===== config.mk =====
export PLATFORM = sky130hd
export DESIGN_NAME = sbt_top
export DESIGN_NICKNAME = d
export VERILOG_FILES = /design/src/hw/sbt_pkg.sv /design/src/hw/sbt_issue_classifier.sv /design/src/hw/sbt_resp_fifo.sv /design/src/hw/sbt_writeback_merge.sv /design/src/hw/sbt_pending_tracker.sv /design/src/hw/sbt_top.sv
export VERILOG_INCLUDE_DIRS = /design/src /design/src/hw
export SDC_FILE = /design/constraint.sdc
export NUM_CORES = 1
export LEC_CHECK = 0
export BUFFER_PORTS_ARGS = -buffer_cell sky130_fd_sc_hd__buf_2
export CORE_AREA = 2 2 300 302
export CTS_BUF_LIST = sky130_fd_sc_hd__clkbuf_16
export DETAILED_ROUTE_END_ITERATION = 10
export DIE_AREA = 0 0 302 304
export MAX_ROUTING_LAYER = met4
export PLACE_DENSITY = 0.5
export SYNTH_ARGS = -nofsm -noshare
export SYNTH_HDL_FRONTEND = slang
export SYNTH_HIERARCHICAL = 1
export SYNTH_SLANG_ARGS = --single-unit

===== constraint.sdc =====
create_clock -name clk_i -period 3.49 [get_ports clk_i]
set_input_delay 0.5235 -clock clk_i [delete_from_list [all_inputs] [get_ports clk_i]]
set_output_delay 0.5235 -clock clk_i [all_outputs]
set_load 0.005 [all_outputs]

===== src/hw/sbt_params.svh =====
`ifndef SBT_PARAMS_SVH
`define SBT_PARAMS_SVH

// data path and address width
`define SBT_DATA_W 32

// register file geometry
`define SBT_REG_ELS 32
`define SBT_REG_ADDR_W 5

// load and store immediate
`define SBT_IMM_W 12

// entries in each completion buffer
`define SBT_FIFO_DEPTH 4

`endif


===== src/hw/sbt_pkg.sv =====
`default_nettype none

`include "sbt_params.svh"

package sbt_pkg;

  // pending classes, also the bit index inside sb_vec_t
  typedef enum logic [1:0] {
    SB_GROUP_LOAD  = 2'd0,
    SB_GLOBAL_LOAD = 2'd1,
    SB_DRAM_LOAD   = 2'd2,
    SB_LONG_OP     = 2'd3
  } sb_class_e;

  // one register's pending bits
  typedef logic [3:0] sb_vec_t;

  // decode of the instruction leaving the decode stage
  typedef struct packed {
    logic                       is_load;
    logic                       is_amo;
    logic                       write_rd;
    logic                       write_frd;
    logic                       is_idiv;
    logic                       is_fdiv_fsqrt;
    logic [`SBT_REG_ADDR_W-1:0] rd;
    logic [`SBT_DATA_W-1:0]     base;
    logic [`SBT_IMM_W-1:0]      offset;
  } issue_s;

  // marks rd pending in one class
  typedef struct packed {
    logic                       int_v;
    logic                       fp_v;
    logic [`SBT_REG_ADDR_W-1:0] rd;
    sb_class_e                  cls;
  } sb_set_s;

  typedef struct packed {
    logic [`SBT_REG_ADDR_W-1:0] rd;
    logic [`SBT_DATA_W-1:0]     data;
  } int_resp_s;

  // float results carry exception flags
  typedef struct packed {
    logic [`SBT_REG_ADDR_W-1:0] rd;
    logic [`SBT_DATA_W-1:0]     data;
    logic [4:0]                 fflags;
  } fp_resp_s;

  // single register file write port
  typedef struct packed {
    logic                       is_fp;
    logic [`SBT_REG_ADDR_W-1:0] rd;
    logic [`SBT_DATA_W-1:0]     data;
    logic [4:0]                 fflags;
  } wb_s;

  // at most one clear per file per cycle
  typedef struct packed {
    logic                       int_v;
    logic [`SBT_REG_ADDR_W-1:0] int_rd;
    logic                       fp_v;
    logic [`SBT_REG_ADDR_W-1:0] fp_rd;
  } sb_clear_s;

endpackage

`default_nettype wire


===== src/hw/sbt_issue_classifier.sv =====
`timescale 1ns/1ns
`default_nettype none

`include "sbt_params.svh"

module sbt_issue_classifier (
  input  logic             clk_i,
  input  logic             reset_i,
  input  logic             issue_v,
  input  logic             stall,
  input  logic             flush,
  input  sbt_pkg::issue_s  issue,
  output sbt_pkg::sb_set_s set
);
  import sbt_pkg::*;

  logic                   accept;
  logic [`SBT_DATA_W-1:0] eff_addr;
  logic                   region_dram;
  logic                   region_global;
  logic                   region_group;
  logic                   remote;
  logic                   int_mem;
  logic                   fp_load;
  logic                   long_op;
  sb_set_s                set_d;
  sb_set_s                set_r;

  assign accept = issue_v & ~stall & ~flush;

  // base plus sign-extended immediate
  assign eff_addr = issue.base
                  + {{(`SBT_DATA_W - `SBT_IMM_W){issue.offset[`SBT_IMM_W-1]}}, issue.offset};

  // address map regions, decoded from the top bits
  assign region_dram   = eff_addr[`SBT_DATA_W-1];
  assign region_global = (eff_addr[`SBT_DATA_W-1 -: 2] == 2'b01);
  assign region_group  = (eff_addr[`SBT_DATA_W-1 -: 3] == 3'b001);
  assign remote        = region_dram | region_global | region_group;

  // amo always returns an integer value
  assign int_mem = (issue.is_load & issue.write_rd) | issue.is_amo;
  assign fp_load = issue.is_load & issue.write_frd;
  assign long_op = issue.is_idiv | issue.is_fdiv_fsqrt;

  always_comb begin
    set_d.rd    = issue.rd;
    // long op wins over any address class
    set_d.int_v = issue.is_idiv | (int_mem & remote & ~long_op);
    set_d.fp_v  = issue.is_fdiv_fsqrt | (fp_load & remote & ~long_op);
    if (long_op) begin
      set_d.cls = SB_LONG_OP;
    end else if (region_dram) begin
      set_d.cls = SB_DRAM_LOAD;
    end else if (region_global) begin
      set_d.cls = SB_GLOBAL_LOAD;
    end else begin
      set_d.cls = SB_GROUP_LOAD;
    end
  end

  always_ff @(posedge clk_i) begin
    if (reset_i) begin
      set_r.int_v <= 1'b0;
      set_r.fp_v  <= 1'b0;
    end else begin
      set_r.int_v <= accept & set_d.int_v;
      set_r.fp_v  <= accept & set_d.fp_v;
      if (accept) begin
        set_r.rd  <= set_d.rd;
        set_r.cls <= set_d.cls;
      end
    end
  end

  assign set = set_r;

  // a load targets exactly one register file
  a_load_one_file: assert property (@(posedge clk_i) disable iff (reset_i)
    (accept && issue.is_load) |-> !(issue.write_rd && issue.write_frd));

endmodule

`default_nettype wire


===== src/hw/sbt_resp_fifo.sv =====
`timescale 1ns/1ns
`default_nettype none

`include "sbt_params.svh"

module sbt_resp_fifo #(
  parameter type payload_t = logic,
  parameter int  depth     = `SBT_FIFO_DEPTH
) (
  input  logic     clk_i,
  input  logic     reset_i,
  input  logic     push,
  input  payload_t push_data,
  input  logic     pop,
  output payload_t head,
  output logic     not_empty,
  output logic     full
);

  localparam int ptr_w = (depth > 1) ? $clog2(depth) : 1;
  localparam int cnt_w = $clog2(depth + 1);

  payload_t         mem [depth];
  logic [ptr_w-1:0] rd_ptr;
  logic [ptr_w-1:0] wr_ptr;
  logic [cnt_w-1:0] count;

  // storage, written on every push
  always_ff @(posedge clk_i) begin
    if (push) begin
      mem[wr_ptr] <= push_data;
    end
  end

  // pointers wrap at depth, so any depth works
  always_ff @(posedge clk_i) begin
    if (reset_i) begin
      rd_ptr <= '0;
      wr_ptr <= '0;
      count  <= '0;
    end else begin
      if (push) begin
        wr_ptr <= (wr_ptr == ptr_w'(depth - 1)) ? '0 : wr_ptr + 1'b1;
      end
      if (pop) begin
        rd_ptr <= (rd_ptr == ptr_w'(depth - 1)) ? '0 : rd_ptr + 1'b1;
      end
      case ({push, pop})
        2'b10:   count <= count + 1'b1;
        2'b01:   count <= count - 1'b1;
        default: count <= count;
      endcase
    end
  end

  assign head      = mem[rd_ptr];
  assign not_empty = (count != '0);
  assign full      = (count == cnt_w'(depth));

  // producer must respect the full level
  a_no_push_full: assert property (@(posedge clk_i) disable iff (reset_i)
    push |-> !full);

  a_no_pop_empty: assert property (@(posedge clk_i) disable iff (reset_i)
    pop |-> not_empty);

endmodule

`default_nettype wire


===== src/hw/sbt_writeback_merge.sv =====
`timescale 1ns/1ns
`default_nettype none

module sbt_writeback_merge (
  input  logic                clk_i,
  input  logic                reset_i,
  input  logic                int_not_empty,
  input  sbt_pkg::int_resp_s  int_head,
  input  logic                fp_not_empty,
  input  sbt_pkg::fp_resp_s   fp_head,
  output logic                int_pop,
  output logic                fp_pop,
  output logic                wb_v,
  output sbt_pkg::wb_s        wb,
  output sbt_pkg::sb_clear_s  clear
);
  import sbt_pkg::*;

  logic      last_int;
  logic      take_int;
  logic      take_fp;
  logic      wb_v_r;
  wb_s       wb_r;
  sb_clear_s clear_r;

  // on contention, serve the side that lost last time
  // integer goes first after reset
  assign take_int = int_not_empty & (~fp_not_empty | ~last_int);
  assign take_fp  = fp_not_empty & (~int_not_empty | last_int);

  assign int_pop = take_int;
  assign fp_pop  = take_fp;

  always_ff @(posedge clk_i) begin
    if (reset_i) begin
      last_int      <= 1'b0;
      wb_v_r        <= 1'b0;
      clear_r.int_v <= 1'b0;
      clear_r.fp_v  <= 1'b0;
    end else begin
      if (take_int) begin
        last_int <= 1'b1;
      end else if (take_fp) begin
        last_int <= 1'b0;
      end
      wb_v_r        <= take_int | take_fp;
      clear_r.int_v <= take_int;
      clear_r.fp_v  <= take_fp;
      clear_r.int_rd <= int_head.rd;
      clear_r.fp_rd  <= fp_head.rd;
      // write payload only moves when something is popped
      if (take_int) begin
        wb_r.is_fp  <= 1'b0;
        wb_r.rd     <= int_head.rd;
        wb_r.data   <= int_head.data;
        wb_r.fflags <= '0;
      end else if (take_fp) begin
        wb_r.is_fp  <= 1'b1;
        wb_r.rd     <= fp_head.rd;
        wb_r.data   <= fp_head.data;
        wb_r.fflags <= fp_head.fflags;
      end
    end
  end

  assign wb_v  = wb_v_r;
  assign wb    = wb_r;
  assign clear = clear_r;

  // a side left waiting under contention is served next
  a_int_then_fp: assert property (@(posedge clk_i) disable iff (reset_i)
    (int_pop && fp_not_empty) |=> fp_pop);

  a_fp_then_int: assert property (@(posedge clk_i) disable iff (reset_i)
    (fp_pop && int_not_empty) |=> int_pop);

endmodule

`default_nettype wire


===== src/hw/sbt_pending_tracker.sv =====
`timescale 1ns/1ns
`default_nettype none

`include "sbt_params.svh"

module sbt_pending_tracker (
  input  logic                                 clk_i,
  input  logic                                 reset_i,
  input  sbt_pkg::sb_set_s                     set,
  input  sbt_pkg::sb_clear_s                   clear,
  output sbt_pkg::sb_vec_t [`SBT_REG_ELS-1:0]  int_sb,
  output sbt_pkg::sb_vec_t [`SBT_REG_ELS-1:0]  fp_sb
);
  import sbt_pkg::*;

  // bit layout per register
  //   [3] long op (idiv, fdiv/fsqrt)
  //   [2] remote dram load
  //   [1] remote global load
  //   [0] remote group load
  sb_vec_t [`SBT_REG_ELS-1:0] int_sb_r;
  sb_vec_t [`SBT_REG_ELS-1:0] fp_sb_r;

  always_ff @(posedge clk_i) begin
    if (reset_i) begin
      int_sb_r <= '0;
      fp_sb_r  <= '0;
    end else begin
      // mark one class per request
      if (set.int_v) begin
        int_sb_r[set.rd][set.cls] <= 1'b1;
      end
      if (set.fp_v) begin
        fp_sb_r[set.rd][set.cls] <= 1'b1;
      end

      // clears come last so they override a set to the same register
      if (clear.int_v) begin
        int_sb_r[clear.int_rd] <= '0;
      end
      if (clear.fp_v) begin
        fp_sb_r[clear.fp_rd] <= '0;
      end
    end
  end

  assign int_sb = int_sb_r;
  assign fp_sb  = fp_sb_r;

  // a completion must match something that was marked pending
  a_int_clear_pending: assert property (@(posedge clk_i) disable iff (reset_i)
    clear.int_v |-> (int_sb_r[clear.int_rd] != '0));

  a_fp_clear_pending: assert property (@(posedge clk_i) disable iff (reset_i)
    clear.fp_v |-> (fp_sb_r[clear.fp_rd] != '0));

endmodule

`default_nettype wire


===== src/hw/sbt_top.sv =====
`timescale 1ns/1ns
`default_nettype none

`include "sbt_params.svh"

module sbt_top (
  input  logic                                 clk_i,
  input  logic                                 reset_i,
  input  logic                                 issue_v,
  input  logic                                 stall,
  input  logic                                 flush,
  input  sbt_pkg::issue_s                      issue,
  input  logic                                 int_resp_v,
  input  sbt_pkg::int_resp_s                   int_resp,
  input  logic                                 fp_resp_v,
  input  sbt_pkg::fp_resp_s                    fp_resp,
  output logic                                 int_full,
  output logic                                 fp_full,
  output logic                                 wb_v,
  output sbt_pkg::wb_s                         wb,
  output sbt_pkg::sb_vec_t [`SBT_REG_ELS-1:0]  int_sb,
  output sbt_pkg::sb_vec_t [`SBT_REG_ELS-1:0]  fp_sb
);
  import sbt_pkg::*;

  sb_set_s   set;
  sb_clear_s clear;
  int_resp_s int_head;
  fp_resp_s  fp_head;
  logic      int_not_empty;
  logic      fp_not_empty;
  logic      int_pop;
  logic      fp_pop;

  sbt_issue_classifier u_classifier (
    .clk_i   (clk_i),
    .reset_i (reset_i),
    .issue_v (issue_v),
    .stall   (stall),
    .flush   (flush),
    .issue   (issue),
    .set     (set)
  );

  // integer completions
  sbt_resp_fifo #(.payload_t(int_resp_s)) u_int_fifo (
    .clk_i     (clk_i),
    .reset_i   (reset_i),
    .push      (int_resp_v),
    .push_data (int_resp),
    .pop       (int_pop),
    .head      (int_head),
    .not_empty (int_not_empty),
    .full      (int_full)
  );

  // float completions
  sbt_resp_fifo #(.payload_t(fp_resp_s)) u_fp_fifo (
    .clk_i     (clk_i),
    .reset_i   (reset_i),
    .push      (fp_resp_v),
    .push_data (fp_resp),
    .pop       (fp_pop),
    .head      (fp_head),
    .not_empty (fp_not_empty),
    .full      (fp_full)
  );

  sbt_writeback_merge u_merge (
    .clk_i         (clk_i),
    .reset_i       (reset_i),
    .int_not_empty (int_not_empty),
    .int_head      (int_head),
    .fp_not_empty  (fp_not_empty),
    .fp_head       (fp_head),
    .int_pop       (int_pop),
    .fp_pop        (fp_pop),
    .wb_v          (wb_v),
    .wb            (wb),
    .clear         (clear)
  );

  sbt_pending_tracker u_tracker (
    .clk_i   (clk_i),
    .reset_i (reset_i),
    .set     (set),
    .clear   (clear),
    .int_sb  (int_sb),
    .fp_sb   (fp_sb)
  );

endmodule

`default_nettype wire


==> flow_metrics.tcl <==
set metrics [dict create \
    status "finished clean" \
    grt_use_met2_pct 28.0 \
    die_area_mm2 0.0918 \
    r2r-start "u_int_fifo/count[1]" \
    critical_path_class "reg2reg" \
    grt_max_degree 48 \
    grtUsageMet1_pct 19.7 \
    cp_slowest_cell "or3_1" \
    die_height_um 304 \
    synth-simple-area-share_pct 10.3 \
    setup_viol 0 \
    hold_path.class "in2reg" \
    track_usage_pct 17.2 \
    tightestPinTransition_ps 1120 \
    final_util_pct 35.1 \
    cp.arrival_ps 3050 \
    io_buffers 442 \
    final_max_slew_viol_count 0 \
    cp-startpoint "u_int_fifo/count[1]" \
    place_congestion 0.833 \
    postSynthAreaPerCell_um2 14.2 \
    synth_top_family_by_area "simple AND/OR/NAND/NOR gates" \
    maxCapViolations 0 \
    final_cell_count_no_fill 3499 \
    ctsHtreeMaxLevel 3 \
    ys_seq_area_share_pct 66.4 \
    clock_path_buffers 3 \
    cts_resized 0 \
    power.total_w 0.0202 \
    wl_um 78300 \
    netlist_instances 1791 \
    finalHoldViolCount 0 \
    start_util_pct 28.6 \
    ant_nets 0 \
    drc 0 \
    antenna_found_initial 18 \
    hpwl_um 55600 \
    dr.pass1.iters 5 \
    synth-edff-count 376 \
    synthArstFlopShare_pct 0 \
    fin_nets 2433 \
    dieWidth_um 302 \
    fin_crit_sh_pct 72.3 \
    drive_gt1_share_pct 32.9 \
    max_clock_freq_mhz 397 \
    netlist_area_mm2 0.0254 \
    slowest_delay_ps 460 \
    syn_to_final_growth_pct 22.9 \
    via_per_inst 4.81 \
    rsz0062_at_grt "no" \
    synthMuxAreaShare_pct 9.00 \
    wire_per_inst_um 22.4 \
    p_leak_nw 12.0 \
    num_vias 16800 \
    start_kind "register" \
    yosys_register_bits 656 \
    grt_pass1_vias 17100 \
    skew_ps 30.5 \
    use_met3_pct 5.86 \
    fillers 8675 \
    clk_latency_ps 630 \
    cts.clk_slew.worst_paths_ps 50 \
    post_cts_buffers 0 \
    crit_chain "or3_1 -> a21oi_1 -> ha_1 -> inv_1 -> fa_1 -> xor2_1 -> or3_1 -> a21oi_1" \
    critical_path.endpoint "u_fp_fifo/count[2]" \
    dp_cells 3345 \
    drt_iter0_markers 1057 \
    grt_pass1_wl_um 114000 \
    critPathCaptureType "register" \
    yosysWarnings 6 \
    cts_buffers 77 \
    maxSlewHeadroom_pct 25.0 \
    crit_fanout 6 \
    reg2reg_to "u_fp_fifo/count[2]" \
    cts_tree "yes" \
    core-area_mm2 0.0890 \
    period_needed_ps 2520 \
    synth-compound-area-share_pct 8.89 \
    ff2ff_path_depth 8 \
    synthXorXnorAreaFrac_pct 0.241 \
    peakVddDrop_mv 0.409 \
    fin_tns_setup_ps 0 \
    io_pins 443 \
    globalRouteOverflowTotal 0 \
    p_per_area_mw_per_mm2 646 \
    grt_most_used_layer "met2" \
    clock-root-buffer "clkbuf_16" \
    ys.flop_type "edfxtp_1" \
    syn_nets 1976 \
    ys_types 70 \
    synthAdderAreaFrac_pct 2.22 \
    cp.required_ps 4020 \
    clock-sinks 656 \
    r2r_slack_ps 970 \
    rows 110 \
    cts_hold_buf 0 \
]
-- cells in the mapped netlist (all sizes together) (14+ instances only) --
cell	number	area share, %
mux4	79	7.1
edfxtp	376	44
a21oi	229	4.5
and4b	24	0.94
a21o	25	0.74
clkbuf	40	0.61
inv	21	0.31
buf	60	2.0
o21bai	28	0.83
nor2b	14	0.34
a31oi	45	1.1
o21ai	16	0.31
nor4b	16	1.1
dfxtp	280	22
nand2	16	0.24
and2	14	0.35
and4bb	21	1.0
nor2	281	4.1
mux2	37	1.6
ha	42	2.1
-- cell type report --
type / count / area (µm²) / share of cell area (%)
Antenna cell: 17 / 42.5 / 0.136
Timing Repair Buffer: 478 / 2520 / 8.07
Inverter: 21 / 78.8 / 0.252
Multi-Input combinational cell: 1014 / 7860 / 25.2
Clock buffer: 77 / 1930 / 6.16
Tap cell: 1176 / 1470 / 4.71
Sequential cell: 656 / 16900 / 54.1
Clock inverter: 60 / 449 / 1.44
-- sequential cells by signal, indices dropped and copies added, names as in the netlist, 3 cells and up, named ones only --
| name | count |
|---|---|
| u_int_fifo/mem | 148 |
| u_tracker/fp_sb | 128 |
| u_fp_fifo/count | 3 |
| u_merge/clear | 12 |
| u_tracker/int_sb | 128 |
| u_merge/wb | 43 |
| u_int_fifo/count | 3 |
| u_fp_fifo/mem | 168 |
| u_classifier/set | 9 |
-- critical path: cells and delay by family (launching register included) --
family / cells / cell delay (ps)
DFF: 1 / 320
xor gates and xnor gates: 1 / 180
buffers and inverters: 1 / 60
AOI/OAI and AO/OA: 2 / 490
and+or+nand+nor: 2 / 770
adders and majority gates: 2 / 630
-- per-stage QoR --
stage / hold slack, ps / instance area (µm²) / setup slack (ps)
4_1_cts: 37.6 / 31200 / 947
2_1_floorplan: 456 / 25400 / 625
6_report: 82.2 / 31300 / 968
3_3_place_gp: 441 / 28800 / 548
3_5_place_dp: 450 / 28800 / 627
5_1_grt: 51.5 / 31300 / 742
-- cell families after synthesis --
family | after synthesis
DFF | 656
and+or+nand+nor | 459
AOI/OAI and AO/OA | 382
muxes | 122
buffers and inverters | 121
adders and majority gates | 44
xor gates and xnor gates | 7
-- how the worst min path moves through the flow --
stage	start	end	slack, ps	cells after the start
2_1_floorplan	u_fp_fifo/count[2]	u_fp_fifo/count[2]	460	2
3_3_place_gp	u_tracker/int_sb[64]	u_tracker/int_sb[64]	440	2
3_5_place_dp	u_tracker/fp_sb[118]	u_tracker/fp_sb[118]	450	2
4_1_cts	issue[48]	u_classifier/set[6]	40	1
5_1_grt	issue[48]	u_classifier/set[6]	50	1
6_report	issue[48]	u_classifier/set[6]	80	1
-- routing by layer --
| layer | up-vias | share of wire [%] |
|---|---|---|
| met5 | - | 0 |
| met4 | 0 | 3.4 |
| met3 | 147 | 8.7 |
| met2 | 536 | 48 |
| met1 | 8411 | 40 |
| li1 | 7724 | - |
-- power by group --
part | leakage [nW] | switching [W] | internal, W
clock network | 1.22 | 0.00328 | 0.00422
logic | 5.07 | 0.00169 | 0.00152
registers | 5.74 | 0.000549 | 0.00893
total | 12.0 | 0.00551 | 0.0147
-- cell usage in the layout, fill, tap and decap left out, types with 11 or more instances in the layout --
cell	count
nand2_1	16
and4b_1	24
a21oi_1	228
mux4_2	70
dfxtp_1	276
a21o_1	25
mux2_2	35
buf_4	34
ha_1	42
clkinv_2	11
nor2b_1	14
o21a_1	12
diode_2	17
clkbuf_16	77
o21ai_0	12
nor2_1	280
o21bai_1	28
edfxtp_1	376
inv_1	37
buf_2	441
a31oi_1	45
clkinv_1	15
and4bb_2	20
Power figures use the tool's default switching activity.
